===== src/hdl/cpu_pkg.sv =====
package cpu_pkg;

	typedef logic [31:0] word_t;
	typedef logic [31:0] addr_t;
	typedef logic [63:0] instr_t;
	typedef logic [3:0]  reg_idx_t;
	typedef logic [1:0]  half_we_t; // bit 0 low half, bit 1 high half.
	typedef logic [2:0]  flags_t;

	localparam int NUM_REGS = 16;
	localparam addr_t PC_STEP = 32'd8; // bytes per instruction.

	// flag bit positions.
	localparam int FLAG_EQ = 2;
	localparam int FLAG_LT = 1;
	localparam int FLAG_LTU = 0;

	typedef enum logic [3:0] {
		T_NOP = 4'h0,
		T_ALU = 4'h1,
		T_INT = 4'h2,
		T_LDI = 4'h3,
		T_MOV = 4'h4,
		T_CMP = 4'h5
	} instr_type_e;

	typedef enum logic [2:0] {
		ADD, SUB, AND, OR, XOR, SHL, SHR, PASSB
	} alu_op_e;

	typedef struct packed {
		reg_idx_t read1;
		reg_idx_t read2;
	} rd_sel_t;

	typedef struct packed {
		logic     valid;
		addr_t    pc;
		instr_t   ir;
		word_t    opa;
		word_t    opb;
		half_we_t reg_write;
	} id_ex_t;

	typedef struct packed {
		half_we_t we;
		reg_idx_t addr;
		word_t    data;
	} wb_t;

	// instruction field access.
	function automatic instr_type_e type_of(instr_t ir);
		return instr_type_e'(ir[31:28]);
	endfunction

	function automatic logic [3:0] op_of(instr_t ir);
		return ir[27:24];
	endfunction

	function automatic reg_idx_t ra_of(instr_t ir);
		return ir[23:20];
	endfunction

	function automatic reg_idx_t rb_of(instr_t ir);
		return ir[19:16];
	endfunction

	function automatic reg_idx_t rc_of(instr_t ir);
		return ir[15:12];
	endfunction

	function automatic word_t imm_of(instr_t ir);
		return ir[63:32];
	endfunction

endpackage


===== src/hdl/fetch_unit.sv =====
`timescale 1ns/100ps

module fetch_unit (
	input  logic           clk_i,
	input  logic           rst_i,
	input  logic           stall_i,
	output cpu_pkg::addr_t pc_o
);
	import cpu_pkg::*;

	addr_t pc_q;

	// one instruction per cycle unless decode holds.
	always_ff @(posedge clk_i or posedge rst_i)
	begin
		if (rst_i)
			pc_q <= '0;
		else if (!stall_i)
			pc_q <= pc_q + PC_STEP;
	end

	assign pc_o = pc_q; // rom address.

endmodule


===== src/hdl/idecode.sv =====
`timescale 1ns/100ps

module idecode (
	input  logic             clk_i,
	input  logic             rst_i,
	input  logic             stall_i,
	input  cpu_pkg::instr_t  ir_i,
	input  cpu_pkg::addr_t   pc_i,
	output cpu_pkg::rd_sel_t rd_sel_o,
	input  cpu_pkg::word_t   rd_data1_i,
	input  cpu_pkg::word_t   rd_data2_i,
	output cpu_pkg::id_ex_t  id_ex_o
);
	import cpu_pkg::*;

	instr_type_e ir_type;
	logic [3:0]  op_bits;
	half_we_t    reg_write;

	logic     valid_q;
	addr_t    pc_q;
	instr_t   ir_q;
	word_t    opa_q;
	word_t    opb_q;
	half_we_t reg_write_q;

	assign ir_type = type_of(ir_i);
	assign op_bits = op_of(ir_i);

	// source registers by type.
	always_comb
	begin
		case (ir_type)
			T_CMP:
			begin
				rd_sel_o.read1 = ra_of(ir_i);
				rd_sel_o.read2 = rb_of(ir_i);
			end
			T_MOV, T_INT, T_LDI:
			begin
				rd_sel_o.read1 = rb_of(ir_i);
				rd_sel_o.read2 = rb_of(ir_i);
			end
			default:
			begin
				rd_sel_o.read1 = rb_of(ir_i);
				rd_sel_o.read2 = rc_of(ir_i);
			end
		endcase
	end

	always_comb
	begin
		case (ir_type)
			T_ALU, T_INT, T_LDI: reg_write = 2'b11;
			T_MOV: reg_write = op_bits[1:0]; // partial move.
			default: reg_write = 2'b00;
		endcase
	end

	// stall inserts a bubble.
	always_ff @(posedge clk_i or posedge rst_i)
	begin
		if (rst_i)
			valid_q <= 1'b0;
		else
			valid_q <= !stall_i;
	end

	always_ff @(posedge clk_i)
	begin
		if (!stall_i)
		begin
			pc_q <= pc_i;
			ir_q <= ir_i;
			opa_q <= rd_data1_i;
			opb_q <= rd_data2_i;
			reg_write_q <= reg_write;
		end
	end

	assign id_ex_o = '{
		valid:     valid_q,
		pc:        pc_q,
		ir:        ir_q,
		opa:       opa_q,
		opb:       opb_q,
		reg_write: reg_write_q
	};

endmodule


===== src/hdl/register_file.sv =====
`timescale 1ns/100ps

module register_file (
	input  logic             clk_i,
	input  logic             rst_i,
	input  cpu_pkg::rd_sel_t rd_sel_i,
	input  cpu_pkg::wb_t     wb_i,
	output cpu_pkg::word_t   rd_data1_o,
	output cpu_pkg::word_t   rd_data2_o
);
	import cpu_pkg::*;

	word_t regs [NUM_REGS];

	// old value with the enabled halves replaced.
	function automatic word_t merge_half(word_t old, wb_t wb);
		word_t res;
		res = old;
		if (wb.we[0])
			res[15:0] = wb.data[15:0];
		if (wb.we[1])
			res[31:16] = wb.data[31:16];
		return res;
	endfunction

	always_ff @(posedge clk_i or posedge rst_i)
	begin
		if (rst_i)
		begin
			for (int i = 0; i < NUM_REGS; i++)
				regs[i] <= '0;
		end
		else if (wb_i.we != '0)
			regs[wb_i.addr] <= merge_half(regs[wb_i.addr], wb_i);
	end

	// write-first bypass.
	always_comb
	begin
		rd_data1_o = regs[rd_sel_i.read1];
		if (wb_i.addr == rd_sel_i.read1)
			rd_data1_o = merge_half(regs[rd_sel_i.read1], wb_i);
	end

	always_comb
	begin
		rd_data2_o = regs[rd_sel_i.read2];
		if (wb_i.addr == rd_sel_i.read2)
			rd_data2_o = merge_half(regs[rd_sel_i.read2], wb_i);
	end

endmodule


===== src/hdl/execute_unit.sv =====
`timescale 1ns/100ps

module execute_unit (
	input  logic            clk_i,
	input  logic            rst_i,
	input  cpu_pkg::id_ex_t id_ex_i,
	output cpu_pkg::wb_t    wb_o,
	output cpu_pkg::flags_t flags_o
);
	import cpu_pkg::*;

	instr_type_e ex_type;
	logic [3:0]  op_bits;
	alu_op_e     alu_op;
	word_t       alu_b;
	word_t       alu_y;
	word_t       result;
	flags_t      cmp_flags;

	half_we_t wb_we_q;
	reg_idx_t wb_addr_q;
	word_t    wb_data_q;
	flags_t   flags_q;

	assign ex_type = type_of(id_ex_i.ir);
	assign op_bits = op_of(id_ex_i.ir);
	assign alu_op = alu_op_e'(op_bits[2:0]);

	// int uses the immediate as second operand.
	assign alu_b = (ex_type == T_INT) ? imm_of(id_ex_i.ir) : id_ex_i.opb;

	always_comb
	begin
		case (alu_op)
			ADD: alu_y = id_ex_i.opa + alu_b;
			SUB: alu_y = id_ex_i.opa - alu_b;
			AND: alu_y = id_ex_i.opa & alu_b;
			OR: alu_y = id_ex_i.opa | alu_b;
			XOR: alu_y = id_ex_i.opa ^ alu_b;
			SHL: alu_y = id_ex_i.opa << alu_b[4:0];
			SHR: alu_y = id_ex_i.opa >> alu_b[4:0]; // logical.
			default: alu_y = alu_b;
		endcase
	end

	always_comb
	begin
		case (ex_type)
			T_LDI: result = imm_of(id_ex_i.ir);
			T_MOV: result = id_ex_i.opa;
			default: result = alu_y;
		endcase
	end

	always_comb
	begin
		cmp_flags[FLAG_EQ] = (id_ex_i.opa == id_ex_i.opb);
		cmp_flags[FLAG_LT] = ($signed(id_ex_i.opa) < $signed(id_ex_i.opb));
		cmp_flags[FLAG_LTU] = (id_ex_i.opa < id_ex_i.opb);
	end

	always_ff @(posedge clk_i or posedge rst_i)
	begin
		if (rst_i)
		begin
			wb_we_q <= '0;
			flags_q <= '0;
		end
		else
		begin
			wb_we_q <= id_ex_i.valid ? id_ex_i.reg_write : 2'b00;
			if (id_ex_i.valid && ex_type == T_CMP)
				flags_q <= cmp_flags;
		end
	end

	always_ff @(posedge clk_i)
	begin
		wb_addr_q <= ra_of(id_ex_i.ir);
		wb_data_q <= result;
	end

	assign wb_o = '{we: wb_we_q, addr: wb_addr_q, data: wb_data_q};
	assign flags_o = flags_q;

endmodule


===== src/hdl/hazard_control.sv =====
`timescale 1ns/100ps

module hazard_control (
	input  logic             clk_i,
	input  logic             rst_i,
	input  cpu_pkg::rd_sel_t rd_sel_i,
	input  cpu_pkg::id_ex_t  id_ex_i,
	output logic             stall_o
);
	import cpu_pkg::*;

	reg_idx_t ex_ra;
	logic     ex_writes;
	logic     ra_match;

	assign ex_ra = ra_of(id_ex_i.ir);
	assign ex_writes = id_ex_i.valid && (id_ex_i.reg_write != 2'b00);
	assign ra_match = (ex_ra == rd_sel_i.read1) || (ex_ra == rd_sel_i.read2);

	// the bypass covers the cycle after, so one bubble is enough.
	assign stall_o = ex_writes && ra_match;

	a_stall_single: assert property (@(posedge clk_i) disable iff (rst_i)
		stall_o |=> !stall_o);

	// decode turns the stall into a bubble at the next edge.
	a_stall_bubble: assert property (@(posedge clk_i) disable iff (rst_i)
		stall_o |=> !id_ex_i.valid);

endmodule


===== src/hdl/cpu_core.sv =====
`timescale 1ns/100ps

module cpu_core (
	input  logic              clk_i,
	input  logic              rst_i,
	output cpu_pkg::addr_t    imem_addr_o,
	input  cpu_pkg::instr_t   imem_data_i,
	output cpu_pkg::half_we_t wb_we_o,
	output cpu_pkg::reg_idx_t wb_addr_o,
	output cpu_pkg::word_t    wb_data_o,
	output cpu_pkg::flags_t   flags_o
);
	import cpu_pkg::*;

	addr_t   pc;
	logic    stall;
	rd_sel_t rd_sel;
	word_t   rd_data1;
	word_t   rd_data2;
	id_ex_t  id_ex;
	wb_t     wb;

	fetch_unit i_fetch_unit (
		.clk_i   (clk_i),
		.rst_i   (rst_i),
		.stall_i (stall),
		.pc_o    (pc)
	);

	assign imem_addr_o = pc; // rom answers in the same cycle.

	idecode i_idecode (
		.clk_i      (clk_i),
		.rst_i      (rst_i),
		.stall_i    (stall),
		.ir_i       (imem_data_i),
		.pc_i       (pc),
		.rd_sel_o   (rd_sel),
		.rd_data1_i (rd_data1),
		.rd_data2_i (rd_data2),
		.id_ex_o    (id_ex)
	);

	register_file i_register_file (
		.clk_i      (clk_i),
		.rst_i      (rst_i),
		.rd_sel_i   (rd_sel),
		.wb_i       (wb),
		.rd_data1_o (rd_data1),
		.rd_data2_o (rd_data2)
	);

	execute_unit i_execute_unit (
		.clk_i   (clk_i),
		.rst_i   (rst_i),
		.id_ex_i (id_ex),
		.wb_o    (wb),
		.flags_o (flags_o)
	);

	hazard_control i_hazard_control (
		.clk_i    (clk_i),
		.rst_i    (rst_i),
		.rd_sel_i (rd_sel),
		.id_ex_i  (id_ex),
		.stall_o  (stall)
	);

	assign wb_we_o = wb.we;
	assign wb_addr_o = wb.addr;
	assign wb_data_o = wb.data;

endmodule


===== config.mk =====
export PLATFORM = sky130hd
export DESIGN_NAME = cpu_core
export DESIGN_NICKNAME = d
export VERILOG_FILES = /design/src/hdl/cpu_pkg.sv /design/src/hdl/fetch_unit.sv /design/src/hdl/idecode.sv /design/src/hdl/register_file.sv /design/src/hdl/execute_unit.sv /design/src/hdl/hazard_control.sv /design/src/hdl/cpu_core.sv
export SDC_FILE = /design/constraint.sdc
export NUM_CORES = 2
export LEC_CHECK = 0
export BUFFER_PORTS_ARGS = -buffer_cell sky130_fd_sc_hd__buf_4
export CORE_MARGIN = 3
export CORE_UTILIZATION = 35
export DETAILED_ROUTE_END_ITERATION = 16
export PLACE_DENSITY_LB_ADDON = 0.15
export SKIP_LAST_GASP = 1
export SLEW_MARGIN = 10
export SYNTH_ARGS = -nofsm -noshare
export SYNTH_HDL_FRONTEND = slang
export SYNTH_SLANG_ARGS = --single-unit

===== constraint.sdc =====
create_clock -name clk_i -period 17.27 [get_ports clk_i]
set_input_delay 0 -clock clk_i [delete_from_list [all_inputs] [get_ports clk_i]]
set_output_delay 0 -clock clk_i [all_outputs]
set_load 0.01 [all_outputs]

* Yosys cells after proc, flatten, opt, wreduce, memory -nomap -nowiden
Cells that the tools add are included.
** Operators by class
- $add $sub $neg :: 3
- Equal/unequal tests :: 20
- Muxes and demuxes :: 28
- Reduce and logical (&&, ||, !) cells :: 11
- $lt $le $gt $ge :: 6
- Bitwise gates (word level) :: 6
- Shift-type cells :: 2
** Operators by type and width (count)
- $bwmux W512 :: 1
- $bmux W32 S4 :: 3
- $mux W32 :: 10
- $pmux W32 S7 :: 1
- $demux W32 S4 :: 1
- $mux W16 :: 8
- $lt A32 B32 Y1 :: 2
- $pmux W32 S2 :: 1
- $add A32 B32 Y32 :: 1
- $add A32 B4 Y32 const B :: 1
- $and A32 B32 Y32 :: 1
- $eq A32 B32 Y1 :: 1
- $or A32 B32 Y32 :: 1
- $shl A32 B5 Y32 :: 1
- $shr A32 B5 Y32 :: 1
- $sub A32 B32 Y32 :: 1
- $xor A32 B32 Y32 :: 1
- $eq A4 B2 Y1 const B :: 4
- $eq A4 B3 Y1 const B :: 4
- $eq A4 B4 Y1 :: 4
- $pmux W8 S2 :: 1
- $ge A5 B5 Y1 const B :: 3
- $not A4 Y5 :: 3
- $eq A3 B3 Y1 const B :: 3
- 12 further kinds :: 18
** Storage, ports and cells
- Register bits :: 716
- Output and inout port bits :: 73
- Bits of input ports :: 66
- Logic and storage cells :: 102

* Logic depth before layout (Yosys ltp)
- Depth after elaboration :: 9
- Gate-level depth with buffers :: 19
- Gate-level depth less buffers :: 16

* By module
Synthesis repeated with hierarchy kept, for this count alone.
** Second synthesis, totals
- Cells, all modules :: 4774
- Area, all modules :: 49595.1 µm²
** Modules (own cells, without submodules)
- register_file :: times used 1, cells each 2940, area an instance 32446.1 µm²
- execute_unit :: times used 1, cells each 1518, area an instance 10623.9 µm²
- idecode :: times used 1, cells each 183, area an instance 5052.3 µm²
- fetch_unit :: times used 1, cells each 121, area an instance 1380.1 µm²
- hazard_control :: times used 1, cells each 12, area an instance 92.6 µm²

* Worst setup path after synthesis
Ideal clock, no wire load.
- Kind :: register to register
- Start :: reg i_idecode.ir_q[28]
- End :: reg i_execute_unit.wb_data_q[26]
- Period minus slack after synthesis :: 4.882 ns
- Cell stages (with the launch flop) :: 18
- Path slack :: 12.388 ns
- Data required time :: 17.148 ns
- Setup time :: 0.122 ns
- Arrival time :: 4.760 ns
- Cell sequence :: edfxtp_1 or4b_1 buf_2 mux2i_1 inv_1 buf_2 buf_1 clkbuf_1 xnor2_1 fa_1 a211oi_1 o21ai_0 a21oi_1 a311o_1 nand3_1 and3_1 o31a_1 o32a_1
** Between the ends
- Cells in the longest elaborated chain, start to end :: 5
- Elaborated cells between the ends (all ways) :: 13
- Classes of those cells :: add/sub (2); eq/ne (3); shift (2); mux (3); bitwise (3)
** Ends and longest elaborated chain
- start, declared :: line idecode.sv:22 : instr_t ir_q;
- start signal, assigned :: line idecode.sv:75 : ir_q <= ir_i;
- $eq A4 B2 Y1 :: line execute_unit.sv:30 : assign alu_b = (ex_type == T_INT) ? imm_of(id_ex_i.ir) : id_ex_i.opb;
- $mux W32 :: line execute_unit.sv:30
- $sub A32 B32 Y32 (tied with other cells) :: line execute_unit.sv:36 : SUB: alu_y = id_ex_i.opa - alu_b;
- $pmux W32 S7 :: line execute_unit.sv:34 : case (alu_op)
- $pmux W32 S2 * :: line execute_unit.sv:48 : case (ex_type)
- named net i_execute_unit.result[26] :: line execute_unit.sv:17 : word_t result;
- end signal, assigned :: line execute_unit.sv:80 : wb_data_q <= result;
- end, declared :: line execute_unit.sv:22 : word_t wb_data_q;
The timed path passes the listed nets; every way through them passes the cells marked *.
A chain may end at the register's enable or synchronous reset.

* Final worst setup path
Ends and elaborated chain as after synthesis.

==> key figures <==
Global routing
  – Gr usage total: 0.252
  – Initial antenna violation count: 7
  – Remaining global-route overflow: 0
  – Largest net degree at the start of global routing: 156
  – Number of global-route vias before repair: 37101
  – First-pass GRT wire length: 257000 um

Finish
  – P&R area growth vs syn: 13.5%
  – Final cell count without fillers: 6331
  – Ant diodes: 0
  – Fillers: 12689
  – Final #Nets: 4697
  – Layout cell share with drive strength beyond 1: 0.188

STA
  – RSZ-0062 raised after global routing: false
  – Actual slew at the worst max-slew pin: 1.26 ns
  – Min Hold Slack: 0.00233 ns
  – Crit share post-route: 0.351
  – Max Clock Freq: 165 MHz
  – Slew headroom: 0.162
  – Slew Limit Fails: 0
  – Final setup fails: 0
  – Sum Neg Setup Slack: 0 ns
  – Final Hold Fails: 0
  – Min Tclk post-route: 6.07 ns
  – Post-Route Skew: 0.0354 ns

CTS
  – Clock Path Buffers: 3
  – Setup Buffers After CTS: 0
  – CTS tree: yes
  – Clock transition at path regs: 0.07 ns
  – CTS sink count: 692
  – Clk_lat worst skew: 0.68 ns
  – Total CTS buffers: 86
  – H-Tree Depth: 3
  – CTS-repair resized insts: 0
  – Clock Tree Root: clkbuf_16
  – CTS Hold Bufs: 44

Drt
  – DR iter-0 viols: 3789
  – Max Used Layer: met5
  – Routed wire per std cell: 27.8 um
  – Routed wl met2: 80700 um
  – Vias per inst: 6.00
  – Vias: 37968
  – Routed WL: 176000 um
  – First-pass iteration count of the detailed router: 8
  – Antenna-violating nets left: 0
  – Met1 wire length: 74100 um
  – Wire length on met3: 14400 um
  – Residual DRC: 0

Setup path
  – Crit path cell chain: or4b_1 > buf_4 > mux2i_4 > buf_4 > inv_2 > buf_4 > ha_1 > inv_1 > fa_1 > a211oi_1 > o21ai_0 > a21oi_1 > a311o_1 > nand3_1 > and3_1 > o31a_1 > o32a_1
  – Flop2flop setup slack: 11.20 ns
  – Critical path origin: i_idecode.ir_q[28]
  – Worst EP arrival: 6.62 ns
  – Slowest CP cell: or4b_1
  – CP max FO: 43
  – Critical path class: reg -> reg
  – Setup crit end kind: flip-flop
  – Reg2reg start: i_idecode.ir_q[28]
  – Crit path top cell by count: buf_4
  – R2R cell count: 17
  – Worst setup endpoint: i_execute_unit.wb_data_q[26]
  – Delay of the slowest critical-path stage: 0.54 ns
  – Worst R2R End: i_execute_unit.wb_data_q[26]
  – Required time worst endpoint: 17.82 ns
  – Startpoint types: flip-flop

Place
  – Gpl congestion: 0.978
  – # placed instances: 6126
  – Placed wire-length estimate: 112000 um
  – PortBufs: 122

Run
  – Max_cap viols: 0

Yosys
  – Mapped Cells: 4527
  – FFs w/ async S/R, synth: 0.790
  – Ys flop type: dfrtp_1
  – Sequential share of the synthesized area: 0.379
  – Synth Warn #: 0
  – Syn Area/Cell: 10.3 sq um
  – Post-synth cell types: 78
  – Mapped cell area: 46700 sq um
  – Post-synthesis register bit count: 692
  – EDFF count, synth: 109

Run status
  – Run status: complete, no violations

Worst hold path
  – Worst hold path class: in -> async

Floorplanning
  – Die Ht: 371 um
  – Row Count: 133
  – Io pins: 139
  – Die area: 138000 sq um
  – Core ar.: 132000 sq um
  – Initial core utilization: 0.354
  – Die width: 371 um

Pwr
  – Leakage power: 0.0219 uW
  – VDD IR-drop max: 0.0870 mV
  – Total power after layout: 10100 uW
  – Pwr/cell area: 191 nW/um^2
==> cells by family (layout without fill, tap and decap cells) <==
kind of cell	count (synthesis)	in the layout	synth area share
XOR/XNOR	96	96	0.0180
flip-flops	692	692	0.379
adder cells (fa/ha/maj)	128	128	0.0345
other	1	3	0.0000803
AO/OA/AOI/OAI	1117	1117	0.142
AND/OR/NAND/NOR	1170	1170	0.107
multiplexers	815	815	0.278
buffers and inverters	508	555	0.0419
==> cell usage after synthesis (42+ instances only) <==
master    instances  area share
buf_1            67      0.0054
inv_1           108      0.0087
and3_1           42      0.0056
clkbuf_1        306       0.025
mux4_2          381        0.18
xnor2_1          86       0.016
edfxtp_1        109       0.070
nand2_1         363       0.029
mux2i_1         389       0.083
o21ai_0         199       0.021
a211oi_1         44      0.0071
dfrtp_1         547        0.29
nor2_1          537       0.043
nand3_1          55      0.0059
mux2_2           43       0.010
a21oi_1         560       0.060
a31oi_1          47      0.0063
ha_1            127       0.034
==> worst max-delay path, delay by kind of cell, from the launching register on <==
| family | cells | cell delay, ns |
|---|---|---|
| AO/OA/AOI/OAI | 6 | 2.15 |
| adder cells (fa/ha/maj) | 2 | 0.73 |
| buffers and inverters | 5 | 1.33 |
| flip-flops | 1 | 0.49 |
| multiplexers | 1 | 0.25 |
| AND/OR/NAND/NOR | 3 | 0.94 |
==> area by class of cell <==
type                       instances  area, sq um  area share
multi-input combinational       3329        27400       0.517
sequential                       692        17700       0.334
clock buffer                     132         2660      0.0502
timing repair buffer             283         2300      0.0433
tap                             1755         2200      0.0414
inverter                         111          424     0.00800
clock inverter                    29          327     0.00616
==> routing by layer <==
layer | vias to the layer above | GRT usage
li1 | 16882 | -
met1 | 19190 | 0.345
met2 | 1565 | 0.398
met3 | 327 | 0.0509
met4 | 4 | 0.0909
met5 | - | 0
==> sequential cells by signal, indices dropped and copies added, names as in the netlist <==
name,flops
i_execute_unit.flags_o,3
i_execute_unit.wb_addr_q,4
i_execute_unit.wb_data_q,32
i_execute_unit.wb_we_q,2
i_fetch_unit.pc_o,29
i_idecode.ir_q,43
i_idecode.opa_q,32
i_idecode.opb_q,32
i_idecode.reg_write_q,2
i_idecode.valid_q,1
i_register_file.regs,512
==> worst min path at each step <==
| stage | slack [ns] | cells past startpoint | from | endpoint |
|---|---|---|---|---|
| floorplan | 0.1 | 0 | imem_data_i[20] | i_idecode.ir_q[20] |
| global placement | 0.18 | 2 | rst_i | i_register_file.regs[276] |
| detailed placement | 0.18 | 2 | rst_i | i_register_file.regs[276] |
| CTS | 0.01 | 2 | imem_data_i[63] | i_idecode.ir_q[63] |
| global route | 0.04 | 2 | imem_data_i[63] | i_idecode.ir_q[63] |
| finish | 0.002 | 3 | rst_i | i_register_file.regs[84] |
==> per-stage QoR <==
stage | util | area, sq um | setup slack [ns]
after floorplan | - | 46700 | 1.98
after global placement | 0.376 | 49600 | 11.21
after detailed placement | 0.376 | 49600 | 11.24
after CTS | 0.402 | 53000 | 11.23
after global routing | 0.402 | 53000 | 10.98
final | 0.402 | 53000 | 11.20
==> cell usage in the layout, fill, tap and decap left out, drive strengths merged, types with 127 or more instances in the layout <==
| cell type | instances |
|---|---|
| ha | 127 |
| a21oi | 560 |
| dfrtp | 547 |
| nor2 | 537 |
| buf | 239 |
| clkbuf | 132 |
| mux4 | 381 |
| o21ai | 199 |
| nand2 | 363 |
| mux2i | 391 |
==> power breakdown <==
group / internal [uW] / switching, uW
sequential: 2420 / 990
clock: 1150 / 753
combinational: 2240 / 2590
total: 5810 / 4330
No activity file was read; power rests on OpenSTA's default activity.
